## src/source/tti_macros.svh

```systemverilog
// Data, queue and timeout widths, register byte addresses
// and interrupt bit positions
`ifndef TTI_MACROS_SVH
`define TTI_MACROS_SVH

`define TTI_DATA_W      32
`define TTI_QUEUE_DEPTH 8
`define TTI_LEVEL_W     4
`define TTI_TIMEOUT_W   16
`define TTI_ADDR_W      6

`define TTI_A_IRQ_STATUS   6'h00
`define TTI_A_IRQ_ENABLE   6'h04
`define TTI_A_IRQ_FORCE    6'h08
`define TTI_A_THLD_CTRL    6'h0C
`define TTI_A_RESET_CTRL   6'h10
`define TTI_A_TIMEOUT_CTRL 6'h14
`define TTI_A_QUEUE_STATUS 6'h18
`define TTI_A_RX_DESC_PORT 6'h1C
`define TTI_A_RX_DATA_PORT 6'h20
`define TTI_A_TX_DATA_PORT 6'h24

`define TTI_IRQ_RX_DESC          0
`define TTI_IRQ_RX_DESC_THLD     1
`define TTI_IRQ_RX_DATA_THLD     2
`define TTI_IRQ_TX_DESC_COMPLETE 3
`define TTI_IRQ_RX_DESC_TIMEOUT  4
`define TTI_IRQ_N                5

`endif

```

## src/source/tti_reg_pkg.sv

```systemverilog
// Register-side types: CSR word, register address, interrupt vector,
// bus state machine states
`default_nettype none

`include "tti_macros.svh"

package tti_reg_pkg;

  typedef logic [`TTI_DATA_W-1:0] csr_word_t;
  typedef logic [`TTI_ADDR_W-1:0] reg_addr_t;
  typedef logic [`TTI_IRQ_N-1:0]  irq_vec_t;

  typedef enum logic [1:0] {
    BUS_IDLE,
    BUS_ACCESS,
    BUS_ACK
  } bus_state_e;

endpackage

`default_nettype wire

```

## src/source/tti_queue_pkg.sv

```systemverilog
// Queue-side types: entry word, fill level, threshold
`default_nettype none

`include "tti_macros.svh"

package tti_queue_pkg;

  typedef logic [`TTI_DATA_W-1:0]  queue_word_t;
  typedef logic [`TTI_LEVEL_W-1:0] queue_level_t;
  typedef logic [`TTI_LEVEL_W-1:0] queue_thld_t;

endpackage

`default_nettype wire

```

## src/source/tti_bus_fsm.sv

```systemverilog
// Wishbone classic slave FSM producing register and queue strobes
`timescale 1ns/1ps
`default_nettype none

`include "tti_macros.svh"

module tti_bus_fsm (
  input  logic                   clk_i,
  input  logic                   rst_ni,
  input  logic                   wb_cyc_i,
  input  logic                   wb_stb_i,
  input  logic                   wb_we_i,
  input  tti_reg_pkg::reg_addr_t wb_adr_i,
  input  tti_reg_pkg::csr_word_t wb_dat_i,
  output tti_reg_pkg::csr_word_t wb_dat_o,
  output logic                   wb_ack_o,
  input  logic                   tx_full_i,
  input  logic                   rx_desc_empty_i,
  input  logic                   rx_data_empty_i,
  input  tti_reg_pkg::csr_word_t rdata_i,
  output logic                   reg_wr_o,
  output logic                   reg_rd_o,
  output tti_reg_pkg::reg_addr_t addr_o,
  output tti_reg_pkg::csr_word_t wdata_o,
  output logic                   rx_desc_pop_o,
  output logic                   rx_data_pop_o,
  output logic                   tx_data_push_o
);

  tti_reg_pkg::bus_state_e state_q, state_d;
  logic is_rx_desc;
  logic is_rx_data;
  logic is_tx_data;
  logic stall;
  logic access;

  assign is_rx_desc = (wb_adr_i == `TTI_A_RX_DESC_PORT);
  assign is_rx_data = (wb_adr_i == `TTI_A_RX_DATA_PORT);
  assign is_tx_data = (wb_adr_i == `TTI_A_TX_DATA_PORT);

  // Hold the cycle until the TX queue has room
  assign stall  = wb_we_i & is_tx_data & tx_full_i;
  assign access = (state_q == tti_reg_pkg::BUS_ACCESS) & ~stall;

  always_comb begin
    state_d = state_q;
    unique case (state_q)
      tti_reg_pkg::BUS_IDLE: begin
        if (wb_cyc_i && wb_stb_i) begin
          state_d = tti_reg_pkg::BUS_ACCESS;
        end
      end
      tti_reg_pkg::BUS_ACCESS: begin
        if (!stall) begin
          state_d = tti_reg_pkg::BUS_ACK;
        end
      end
      default: state_d = tti_reg_pkg::BUS_IDLE;
    endcase
  end

  always_ff @(posedge clk_i or negedge rst_ni) begin
    if (!rst_ni) begin
      state_q <= tti_reg_pkg::BUS_IDLE;
    end else begin
      state_q <= state_d;
    end
  end

  assign reg_wr_o       = access & wb_we_i;
  assign reg_rd_o       = access & ~wb_we_i;
  assign rx_desc_pop_o  = reg_rd_o & is_rx_desc & ~rx_desc_empty_i;
  assign rx_data_pop_o  = reg_rd_o & is_rx_data & ~rx_data_empty_i;
  assign tx_data_push_o = reg_wr_o & is_tx_data;
  assign addr_o         = wb_adr_i;
  assign wdata_o        = wb_dat_i;
  assign wb_ack_o       = (state_q == tti_reg_pkg::BUS_ACK);

  always_ff @(posedge clk_i) begin
    if (reg_rd_o) begin
      wb_dat_o <= rdata_i;
    end
  end

endmodule

`default_nettype wire

```

## src/source/tti_csr_regs.sv

```systemverilog
// Threshold and timeout registers, flush decode, read-data mux
`timescale 1ns/1ps
`default_nettype none

`include "tti_macros.svh"

module tti_csr_regs (
  input  logic                        clk_i,
  input  logic                        rst_ni,
  input  logic                        reg_wr_i,
  input  tti_reg_pkg::reg_addr_t      addr_i,
  input  tti_reg_pkg::csr_word_t      wdata_i,
  input  tti_reg_pkg::irq_vec_t       irq_status_i,
  input  tti_reg_pkg::irq_vec_t       irq_enable_i,
  input  logic [5:0]                  queue_flags_i,
  input  tti_queue_pkg::queue_word_t  rx_desc_head_i,
  input  tti_queue_pkg::queue_word_t  rx_data_head_i,
  output tti_reg_pkg::csr_word_t      rdata_o,
  output tti_queue_pkg::queue_thld_t  rx_desc_thld_o,
  output tti_queue_pkg::queue_thld_t  rx_data_thld_o,
  output logic [`TTI_TIMEOUT_W-1:0]   timeout_o,
  output logic [2:0]                  flush_o
);

  tti_queue_pkg::queue_thld_t rx_desc_thld_q;
  tti_queue_pkg::queue_thld_t rx_data_thld_q;
  logic [`TTI_TIMEOUT_W-1:0]  timeout_q;

  always_ff @(posedge clk_i or negedge rst_ni) begin
    if (!rst_ni) begin
      rx_desc_thld_q <= '0;
      rx_data_thld_q <= '0;
      timeout_q      <= '0;
    end else if (reg_wr_i) begin
      if (addr_i == `TTI_A_THLD_CTRL) begin
        rx_desc_thld_q <= wdata_i[`TTI_LEVEL_W-1:0];
        rx_data_thld_q <= wdata_i[8 +: `TTI_LEVEL_W];
      end
      if (addr_i == `TTI_A_TIMEOUT_CTRL) begin
        timeout_q <= wdata_i[`TTI_TIMEOUT_W-1:0];
      end
    end
  end

  // Bit per queue: RX desc, RX data, TX data
  assign flush_o = (reg_wr_i && addr_i == `TTI_A_RESET_CTRL) ? wdata_i[2:0] : 3'b000;

  assign rx_desc_thld_o = rx_desc_thld_q;
  assign rx_data_thld_o = rx_data_thld_q;
  assign timeout_o      = timeout_q;

  always_comb begin
    rdata_o = '0;
    unique case (addr_i)
      `TTI_A_IRQ_STATUS:   rdata_o = tti_reg_pkg::csr_word_t'(irq_status_i);
      `TTI_A_IRQ_ENABLE:   rdata_o = tti_reg_pkg::csr_word_t'(irq_enable_i);
      `TTI_A_THLD_CTRL: begin
        rdata_o[`TTI_LEVEL_W-1:0]  = rx_desc_thld_q;
        rdata_o[8 +: `TTI_LEVEL_W] = rx_data_thld_q;
      end
      `TTI_A_TIMEOUT_CTRL: rdata_o = tti_reg_pkg::csr_word_t'(timeout_q);
      `TTI_A_QUEUE_STATUS: rdata_o = tti_reg_pkg::csr_word_t'(queue_flags_i);
      // Empty queues read as zero
      `TTI_A_RX_DESC_PORT: rdata_o = queue_flags_i[0] ? '0 : rx_desc_head_i;
      `TTI_A_RX_DATA_PORT: rdata_o = queue_flags_i[2] ? '0 : rx_data_head_i;
      default:             rdata_o = '0;
    endcase
  end

endmodule

`default_nettype wire

```

## src/source/tti_queue.sv

```systemverilog
// Synchronous FIFO with fill level, threshold trigger and flush
`timescale 1ns/1ps
`default_nettype none

`include "tti_macros.svh"

module tti_queue #(
  parameter int unsigned Depth = `TTI_QUEUE_DEPTH
) (
  input  logic                         clk_i,
  input  logic                         rst_ni,
  input  logic                         push_i,
  input  tti_queue_pkg::queue_word_t   data_i,
  input  logic                         pop_i,
  input  logic                         flush_i,
  input  tti_queue_pkg::queue_thld_t   thld_i,
  output tti_queue_pkg::queue_word_t   head_o,
  output tti_queue_pkg::queue_level_t  level_o,
  output logic                         empty_o,
  output logic                         full_o,
  output logic                         thld_trig_o
);

  localparam int unsigned PtrW = $clog2(Depth);

  tti_queue_pkg::queue_word_t  mem_q [Depth];
  logic [PtrW-1:0]             wr_ptr_q;
  logic [PtrW-1:0]             rd_ptr_q;
  tti_queue_pkg::queue_level_t level_q;
  logic                        do_push;
  logic                        do_pop;

  assign do_push = push_i & ~full_o;
  assign do_pop  = pop_i & ~empty_o;

  always_ff @(posedge clk_i or negedge rst_ni) begin
    if (!rst_ni) begin
      wr_ptr_q <= '0;
      rd_ptr_q <= '0;
      level_q  <= '0;
    end else if (flush_i) begin
      wr_ptr_q <= '0;
      rd_ptr_q <= '0;
      level_q  <= '0;
    end else begin
      if (do_push) begin
        wr_ptr_q <= wr_ptr_q + PtrW'(1);
      end
      if (do_pop) begin
        rd_ptr_q <= rd_ptr_q + PtrW'(1);
      end
      level_q <= level_q + tti_queue_pkg::queue_level_t'(do_push)
                         - tti_queue_pkg::queue_level_t'(do_pop);
    end
  end

  always_ff @(posedge clk_i) begin
    if (do_push) begin
      mem_q[wr_ptr_q] <= data_i;
    end
  end

  assign head_o      = mem_q[rd_ptr_q];
  assign level_o     = level_q;
  assign empty_o     = (level_q == '0);
  assign full_o      = (level_q == tti_queue_pkg::queue_level_t'(Depth));
  // Zero threshold disables the trigger
  assign thld_trig_o = (thld_i != '0) && (level_q >= thld_i);

endmodule

`default_nettype wire

```

## src/source/tti_irq_ctrl.sv

```systemverilog
// Sticky interrupt status with set, force, enable, write-one-to-clear
`timescale 1ns/1ps
`default_nettype none

`include "tti_macros.svh"

module tti_irq_ctrl (
  input  logic                   clk_i,
  input  logic                   rst_ni,
  input  logic                   reg_wr_i,
  input  tti_reg_pkg::reg_addr_t addr_i,
  input  tti_reg_pkg::csr_word_t wdata_i,
  input  logic                   rx_desc_push_i,
  input  logic                   rx_desc_thld_trig_i,
  input  logic                   rx_data_push_i,
  input  logic                   rx_data_thld_trig_i,
  input  logic                   rx_desc_pop_i,
  input  logic                   rx_data_pop_i,
  input  logic                   tx_pr_end_i,
  input  logic                   timeout_i,
  output tti_reg_pkg::irq_vec_t  status_o,
  output tti_reg_pkg::irq_vec_t  enable_o,
  output logic                   irq_o
);

  tti_reg_pkg::irq_vec_t status_q;
  tti_reg_pkg::irq_vec_t enable_q;
  tti_reg_pkg::irq_vec_t set_vec;
  tti_reg_pkg::irq_vec_t clr_vec;
  tti_reg_pkg::irq_vec_t force_vec;
  tti_reg_pkg::irq_vec_t w1c_vec;
  logic                  rx_desc_push_q;
  logic                  rx_data_push_q;
  logic                  irq_q;

  always_comb begin
    set_vec = '0;
    clr_vec = '0;
    set_vec[`TTI_IRQ_RX_DESC]          = rx_desc_push_i;
    // Delayed push lines up with the updated trigger
    set_vec[`TTI_IRQ_RX_DESC_THLD]     = rx_desc_push_q & rx_desc_thld_trig_i;
    set_vec[`TTI_IRQ_RX_DATA_THLD]     = rx_data_push_q & rx_data_thld_trig_i;
    set_vec[`TTI_IRQ_TX_DESC_COMPLETE] = tx_pr_end_i;
    set_vec[`TTI_IRQ_RX_DESC_TIMEOUT]  = timeout_i;
    clr_vec[`TTI_IRQ_RX_DESC]          = rx_desc_pop_i;
    clr_vec[`TTI_IRQ_RX_DESC_THLD]     = rx_desc_pop_i;
    clr_vec[`TTI_IRQ_RX_DATA_THLD]     = rx_data_pop_i;
  end

  assign force_vec = (reg_wr_i && addr_i == `TTI_A_IRQ_FORCE) ?
                     wdata_i[`TTI_IRQ_N-1:0] : '0;
  assign w1c_vec   = (reg_wr_i && addr_i == `TTI_A_IRQ_STATUS) ?
                     wdata_i[`TTI_IRQ_N-1:0] : '0;

  always_ff @(posedge clk_i or negedge rst_ni) begin
    if (!rst_ni) begin
      status_q       <= '0;
      enable_q       <= '0;
      rx_desc_push_q <= 1'b0;
      rx_data_push_q <= 1'b0;
      irq_q          <= 1'b0;
    end else begin
      // New causes win over clears in the same cycle
      status_q       <= (status_q & ~(clr_vec | w1c_vec)) | set_vec | force_vec;
      rx_desc_push_q <= rx_desc_push_i;
      rx_data_push_q <= rx_data_push_i;
      irq_q          <= |(status_q & enable_q);
      if (reg_wr_i && addr_i == `TTI_A_IRQ_ENABLE) begin
        enable_q <= wdata_i[`TTI_IRQ_N-1:0];
      end
    end
  end

  assign status_o = status_q;
  assign enable_o = enable_q;
  assign irq_o    = irq_q;

endmodule

`default_nettype wire

```

## src/source/tti_desc_timer.sv

```systemverilog
// Timeout counter for an unread RX descriptor queue
`timescale 1ns/1ps
`default_nettype none

`include "tti_macros.svh"

module tti_desc_timer (
  input  logic                      clk_i,
  input  logic                      rst_ni,
  input  logic                      active_i,
  input  logic                      restart_i,
  input  logic [`TTI_TIMEOUT_W-1:0] limit_i,
  output logic                      expire_o
);

  logic [`TTI_TIMEOUT_W-1:0] count_q;
  logic                      running;

  // Zero limit keeps the timer off
  assign running  = active_i & ~restart_i & (limit_i != '0);
  assign expire_o = running & (count_q == limit_i);

  always_ff @(posedge clk_i or negedge rst_ni) begin
    if (!rst_ni) begin
      count_q <= '0;
    end else if (!running || expire_o) begin
      count_q <= '0;
    end else begin
      count_q <= count_q + `TTI_TIMEOUT_W'(1);
    end
  end

endmodule

`default_nettype wire

```

## src/source/tti_top.sv

```systemverilog
// Target transaction interface top: bus FSM, registers, three queues,
// descriptor timer and interrupt control
`timescale 1ns/1ps
`default_nettype none

`include "tti_macros.svh"

module tti_top (
  input  logic                       clk_i,
  input  logic                       rst_ni,
  input  logic                       wb_cyc_i,
  input  logic                       wb_stb_i,
  input  logic                       wb_we_i,
  input  tti_reg_pkg::reg_addr_t     wb_adr_i,
  input  tti_reg_pkg::csr_word_t     wb_dat_i,
  output tti_reg_pkg::csr_word_t     wb_dat_o,
  output logic                       wb_ack_o,
  input  logic                       rx_desc_push_i,
  input  tti_queue_pkg::queue_word_t rx_desc_data_i,
  output logic                       rx_desc_full_o,
  input  logic                       rx_data_push_i,
  input  tti_queue_pkg::queue_word_t rx_data_data_i,
  output logic                       rx_data_full_o,
  input  logic                       tx_data_pop_i,
  output tti_queue_pkg::queue_word_t tx_data_data_o,
  output logic                       tx_data_empty_o,
  input  logic                       tx_pr_end_i,
  output logic                       irq_o
);

  logic                       reg_wr;
  tti_reg_pkg::reg_addr_t     addr;
  tti_reg_pkg::csr_word_t     wdata;
  tti_reg_pkg::csr_word_t     rdata;
  logic                       rx_desc_pop;
  logic                       rx_data_pop;
  logic                       tx_data_push;
  tti_reg_pkg::irq_vec_t      irq_status;
  tti_reg_pkg::irq_vec_t      irq_enable;
  tti_queue_pkg::queue_thld_t rx_desc_thld;
  tti_queue_pkg::queue_thld_t rx_data_thld;
  logic [`TTI_TIMEOUT_W-1:0]  timeout;
  logic [2:0]                 flush;
  tti_queue_pkg::queue_word_t rx_desc_head;
  tti_queue_pkg::queue_word_t rx_data_head;
  logic                       rx_desc_empty;
  logic                       rx_data_empty;
  logic                       tx_data_full;
  logic                       rx_desc_trig;
  logic                       rx_data_trig;
  logic                       desc_expire;
  logic [5:0]                 queue_flags;

  assign queue_flags = {tx_data_full, tx_data_empty_o, rx_data_full_o, rx_data_empty,
                        rx_desc_full_o, rx_desc_empty};

  tti_bus_fsm u_bus_fsm (
    .clk_i           (clk_i),
    .rst_ni          (rst_ni),
    .wb_cyc_i        (wb_cyc_i),
    .wb_stb_i        (wb_stb_i),
    .wb_we_i         (wb_we_i),
    .wb_adr_i        (wb_adr_i),
    .wb_dat_i        (wb_dat_i),
    .wb_dat_o        (wb_dat_o),
    .wb_ack_o        (wb_ack_o),
    .tx_full_i       (tx_data_full),
    .rx_desc_empty_i (rx_desc_empty),
    .rx_data_empty_i (rx_data_empty),
    .rdata_i         (rdata),
    .reg_wr_o        (reg_wr),
    .reg_rd_o        (),
    .addr_o          (addr),
    .wdata_o         (wdata),
    .rx_desc_pop_o   (rx_desc_pop),
    .rx_data_pop_o   (rx_data_pop),
    .tx_data_push_o  (tx_data_push)
  );

  tti_csr_regs u_csr_regs (
    .clk_i          (clk_i),
    .rst_ni         (rst_ni),
    .reg_wr_i       (reg_wr),
    .addr_i         (addr),
    .wdata_i        (wdata),
    .irq_status_i   (irq_status),
    .irq_enable_i   (irq_enable),
    .queue_flags_i  (queue_flags),
    .rx_desc_head_i (rx_desc_head),
    .rx_data_head_i (rx_data_head),
    .rdata_o        (rdata),
    .rx_desc_thld_o (rx_desc_thld),
    .rx_data_thld_o (rx_data_thld),
    .timeout_o      (timeout),
    .flush_o        (flush)
  );

  tti_queue #(.Depth(`TTI_QUEUE_DEPTH)) u_rx_desc_q (
    .clk_i       (clk_i),
    .rst_ni      (rst_ni),
    .push_i      (rx_desc_push_i),
    .data_i      (rx_desc_data_i),
    .pop_i       (rx_desc_pop),
    .flush_i     (flush[0]),
    .thld_i      (rx_desc_thld),
    .head_o      (rx_desc_head),
    .level_o     (),
    .empty_o     (rx_desc_empty),
    .full_o      (rx_desc_full_o),
    .thld_trig_o (rx_desc_trig)
  );

  tti_queue #(.Depth(`TTI_QUEUE_DEPTH)) u_rx_data_q (
    .clk_i       (clk_i),
    .rst_ni      (rst_ni),
    .push_i      (rx_data_push_i),
    .data_i      (rx_data_data_i),
    .pop_i       (rx_data_pop),
    .flush_i     (flush[1]),
    .thld_i      (rx_data_thld),
    .head_o      (rx_data_head),
    .level_o     (),
    .empty_o     (rx_data_empty),
    .full_o      (rx_data_full_o),
    .thld_trig_o (rx_data_trig)
  );

  // No threshold on the TX side
  tti_queue #(.Depth(`TTI_QUEUE_DEPTH)) u_tx_data_q (
    .clk_i       (clk_i),
    .rst_ni      (rst_ni),
    .push_i      (tx_data_push),
    .data_i      (wdata),
    .pop_i       (tx_data_pop_i),
    .flush_i     (flush[2]),
    .thld_i      ('0),
    .head_o      (tx_data_data_o),
    .level_o     (),
    .empty_o     (tx_data_empty_o),
    .full_o      (tx_data_full),
    .thld_trig_o ()
  );

  tti_desc_timer u_desc_timer (
    .clk_i     (clk_i),
    .rst_ni    (rst_ni),
    .active_i  (~rx_desc_empty),
    .restart_i (rx_desc_pop),
    .limit_i   (timeout),
    .expire_o  (desc_expire)
  );

  tti_irq_ctrl u_irq_ctrl (
    .clk_i               (clk_i),
    .rst_ni              (rst_ni),
    .reg_wr_i            (reg_wr),
    .addr_i              (addr),
    .wdata_i             (wdata),
    .rx_desc_push_i      (rx_desc_push_i),
    .rx_desc_thld_trig_i (rx_desc_trig),
    .rx_data_push_i      (rx_data_push_i),
    .rx_data_thld_trig_i (rx_data_trig),
    .rx_desc_pop_i       (rx_desc_pop),
    .rx_data_pop_i       (rx_data_pop),
    .tx_pr_end_i         (tx_pr_end_i),
    .timeout_i           (desc_expire),
    .status_o            (irq_status),
    .enable_o            (irq_enable),
    .irq_o               (irq_o)
  );

endmodule

`default_nettype wire

```

## config.mk

```make
export PLATFORM = sky130hd
export DESIGN_NAME = tti_top
export DESIGN_NICKNAME = d
export VERILOG_FILES = /design/src/source/tti_reg_pkg.sv /design/src/source/tti_queue_pkg.sv /design/src/source/tti_bus_fsm.sv /design/src/source/tti_csr_regs.sv /design/src/source/tti_queue.sv /design/src/source/tti_irq_ctrl.sv /design/src/source/tti_desc_timer.sv /design/src/source/tti_top.sv
export VERILOG_INCLUDE_DIRS = /design/src /design/src/source
export SDC_FILE = /design/constraint.sdc
export NUM_CORES = 1
export LEC_CHECK = 0
export BUFFER_PORTS_ARGS = -buffer_cell sky130_fd_sc_hd__buf_2
export CAP_MARGIN = 20
export CORE_UTILIZATION = 51
export CTS_CLUSTER_DIAMETER = 30
export CTS_CLUSTER_SIZE = 40
export DETAILED_ROUTE_END_ITERATION = 6
export HOLD_SLACK_MARGIN = 0.1
export MAX_ROUTING_LAYER = met4
export PLACE_DENSITY = 0.82
export SLEW_MARGIN = 40
export SYNTH_ARGS = -nofsm -noshare
export SYNTH_HDL_FRONTEND = slang
export SYNTH_SLANG_ARGS = --single-unit
```

## constraint.sdc

```tcl
create_clock -name clk_i -period 4.25 [get_ports clk_i]
set_clock_uncertainty 0.15 [all_clocks]
set_input_delay 0.425 -clock clk_i [delete_from_list [all_inputs] [get_ports clk_i]]
set_output_delay 0.425 -clock clk_i [all_outputs]
set_load 0.02 [all_outputs]
```

==> results.md <==
- Post-synth EDFFs: 800
- DR WL/cell: 27.3 µm
- Vias in the first global route: 19700
- ANT nets after route: 0
- Setup TNS: 0 ns
- Crit Path Class: flop to primary output
- Psw: 6.92 mW
- Complex-gate fraction of the synthesized area: 0.0164
- First-pass GRT wire length: 124000 µm
- Worst skew pair latency: 0.72 ns
- Synth Area in Simple Gates: 0.0306
- Register area: 26200 µm²
- Area Growth Syn to Fin: 23.9%
- Initial DRT Pass Iterations: 5
- DIE AREA: 69200 µm²
- DRC Markers: 0
- Final setup violating endpoints: 0
- Multi-input gate area: 8350 µm²
- Share of the synthesized area in the top cell type: 0.691
- Critical Path RT: 3.67 ns
- Clock power share: 0.439
- Ys Warns: 0
- Rows: 95
- DP Cell Count: 2701
- Post-synth ARST share: 0.0960
- FILL cells: 4249
- I/O Buffers: 179
- Synth Area in Adders: 0.0136
- DRT iter0 DRCs: 2208
- Power density over the cells: 617 nW/µm²
- Slowest CP cell: dfrtp_2
- Outcome: finished, final reports clean
- Post-CTS Setup Bufs: 0
- Switching Fraction: 0.260
- Die X: 263 µm
- GRT Util Overall: 0.254
- XOR/XNOR share of the synthesized area: 0.0113
- Initial antenna violation count: 9
- Post-Syn Instances: 1670
- CP Launch Type: flop
- Io pins: 180
- Critical path capture point type: primary output
- Syn Nets: 1817
- Clock slew seen by the registers of the worst setup and hold paths: 0.05 ns
- WP data arrival: 2.86 ns
- Resize count post-CTS: 0
- Unique masters post-synth: 58
- Achievable frequency: 291 MHz
- Layout net count: 2232
- DR vias/cell: 6.01
- Worst vdd ir: 0.000464 V
- Post-route clock period utilization: 0.808
- Share of cells above drive strength 1: 0.342
- Pin count of the biggest net entering global routing: 70
- Internal: 19.7 mW
- MaxCap Viol Count: 0
- Leak Pwr: 14.8 nW
- Total wire length: 84300 µm
- Netlist Area Pre-Place: 34800 µm²
- Max Slew Vio Count: 0
- Htree depth: 4
- RSZ-0062 raised after global routing: false
- Relative slew slack: 0.422
- Shortest period the worst path allows: 3.43 ns
- Synth area leader: edfxtp_1
- CTS tree: done
- CTS buffer count: 142
- Mux contribution to synthesized area: 0.164
- Gate power share: 0.154
- DP HPWL: 46900 µm
- Slew @ Worst Pin: 0.866 ns
- Sink Count: 885
- Sequential fraction of design power: 0.407
- Critical Path Fanout Max: 34
- Largest family of logic cells by synthesized area: multiplexers
- Syn avg cell area: 20.8 µm²
- Top FF cell, synth: edfxtp_1
- Fin cells: 3085
- Final Hold Viols: 0
- Vias: 18500
- CTS hold repair buffers: 112
- Die height: 263 µm
- Core Box Area: 67300 µm²
- Sequential-to-total area share from yosys stat: 0.752
- Top cells by area, synth: edfxtp_1, mux4_2, dfrtp_1, mux2i_1, mux2_2
- Critical path cell sequence: buf_4, mux4_2, mux2_2, buf_2
- Gr ovfl total: 0
- Root buffer cell: clkbuf_16
- CTS max path bufs: 3
- Min-delay worst type: primary input to flop
- Initial Utilization: 0.517
- GP Congestion: 0.888
- Crit path largest cell delay: 0.91 ns
- Seq cells post-synth: 885
[per-stage QoR]
step                      utilization  hold WS, ns  cell area (µm²)  setup slack, ns  total power [mW]
final                           0.640        0.184            43100            0.815              26.6
after global placement          0.551        0.324            37000             1.00              14.7
after floorplan                     -      -0.0206            34800            0.170              13.6
after CTS                       0.640        0.125            43000            0.771              26.7
after detailed placement        0.551        0.321            37100            0.932              14.9
after global routing            0.640        0.197            43100            0.750              27.4
[cell usage in the layout (no fill, tap or decap), drive strengths merged, types with 6 or more instances in the layout]
master and count:
a21o 6, a21oi 17, a22oi 7, buf 232, bufinv 18, clkbuf 168, clkinv 45, clkinvlp 11
dfrtp 85, diode 9, dlygate4sd3 112, edfxtp 800, ha 33, inv 49, mux2 61, mux2i 68
mux4 192, nand2 31, nand2b 19, nand3 13, nand4 6, nor2 68, nor2b 9, nor3 12
nor3b 7, nor4 14, o21ai 12, o22ai 16, xnor2 13, xor2 32
[kinds of logic after synthesis]
kind of cell | count (synthesis)
adders and majority gates | 36
buffers and inverters | 102
and+or+nand+nor | 198
AOI/OAI and AO/OA | 83
xor gates and xnor gates | 45
DFF | 885
muxes | 321
[critical path, delay by kind of cell, from the launching register on]
family	cells	cell delay, ns
DFF	1	0.91
muxes	2	0.65
buffers and inverters	2	0.58
[state kept, by name (all words and copies together) (netlist names), 5 cells and up]
signal / flops
u_irq_ctrl.enable_o: 5
u_rx_data_q.mem_q: 256
u_csr_regs.timeout_o: 16
u_tx_data_q.mem_q: 256
u_rx_desc_q.mem_q: 256
u_irq_ctrl.status_o: 5
u_desc_timer.count_q: 16
u_bus_fsm.wb_dat_o: 32
[layer usage]
metal  GRT usage  part of all wire
met5           -                 0
met4      0.0994             0.031
met3      0.0684              0.10
met2       0.407              0.50
met1       0.309              0.36
[cell usage after synthesis (6+ instances only)]
cell type / number
nand2b_1: 19
edfxtp_1: 800
mux2_2: 60
mux2i_1: 68
a22oi_1: 7
nor2_1: 67
nand4_1: 6
ha_1: 33
dfrtp_1: 85
o21ai_0: 11
a21o_1: 6
mux4_2: 192
o22ai_1: 16
nor2b_1: 9
xnor2_1: 13
buf_1: 9
nor3b_1: 7
xor2_1: 32
clkbuf_1: 29
inv_1: 29
nand2_1: 30
nand3_1: 13
nor3_1: 10
a21oi_1: 17
nor4_1: 9
buf_2: 31
[final cells by class]
| class | instances | share of cell area |
|---|---|---|
| timing repair buffer | 344 | 0.0576 |
| clock buffer | 168 | 0.0869 |
| tap | 873 | 0.0254 |
| inverter | 29 | 0.00253 |
| multi-input combinational | 683 | 0.194 |
| clock inverter | 94 | 0.0258 |
| sequential | 885 | 0.608 |
| antenna | 9 | 0.000523 |
[power groups by stage]
stage	combinational (mW)	clock [mW]	sequential [mW]
floorplan	2.77	0	10.8
global placement	3.85	0	10.9
detailed placement	3.95	0	11.0
CTS	4.12	11.8	10.8
global route	4.38	12.2	10.9
finish	4.08	11.7	10.8
[final timing paths]
path,start,to,slack (ns),depth (start not counted)
min in group asynchronous,rst_ni,u_rx_desc_q.wr_ptr_q[2],0.22,2
setup / recovery,u_tx_data_q.rd_ptr_q[1],tx_data_data_o[0],0.82,4
hold / removal,wb_adr_i[2],u_rx_data_q.rd_ptr_q[1],0.18,5
setup reg to reg,u_bus_fsm.state_q[1],u_irq_ctrl.status_o[0],0.90,7
hold reg to reg,u_desc_timer.count_q[0],u_desc_timer.count_q[0],0.34,1
max in group asynchronous,rst_ni,u_rx_desc_q.rd_ptr_q[0],3.00,3
No activity file was read; power rests on OpenSTA's default activity.
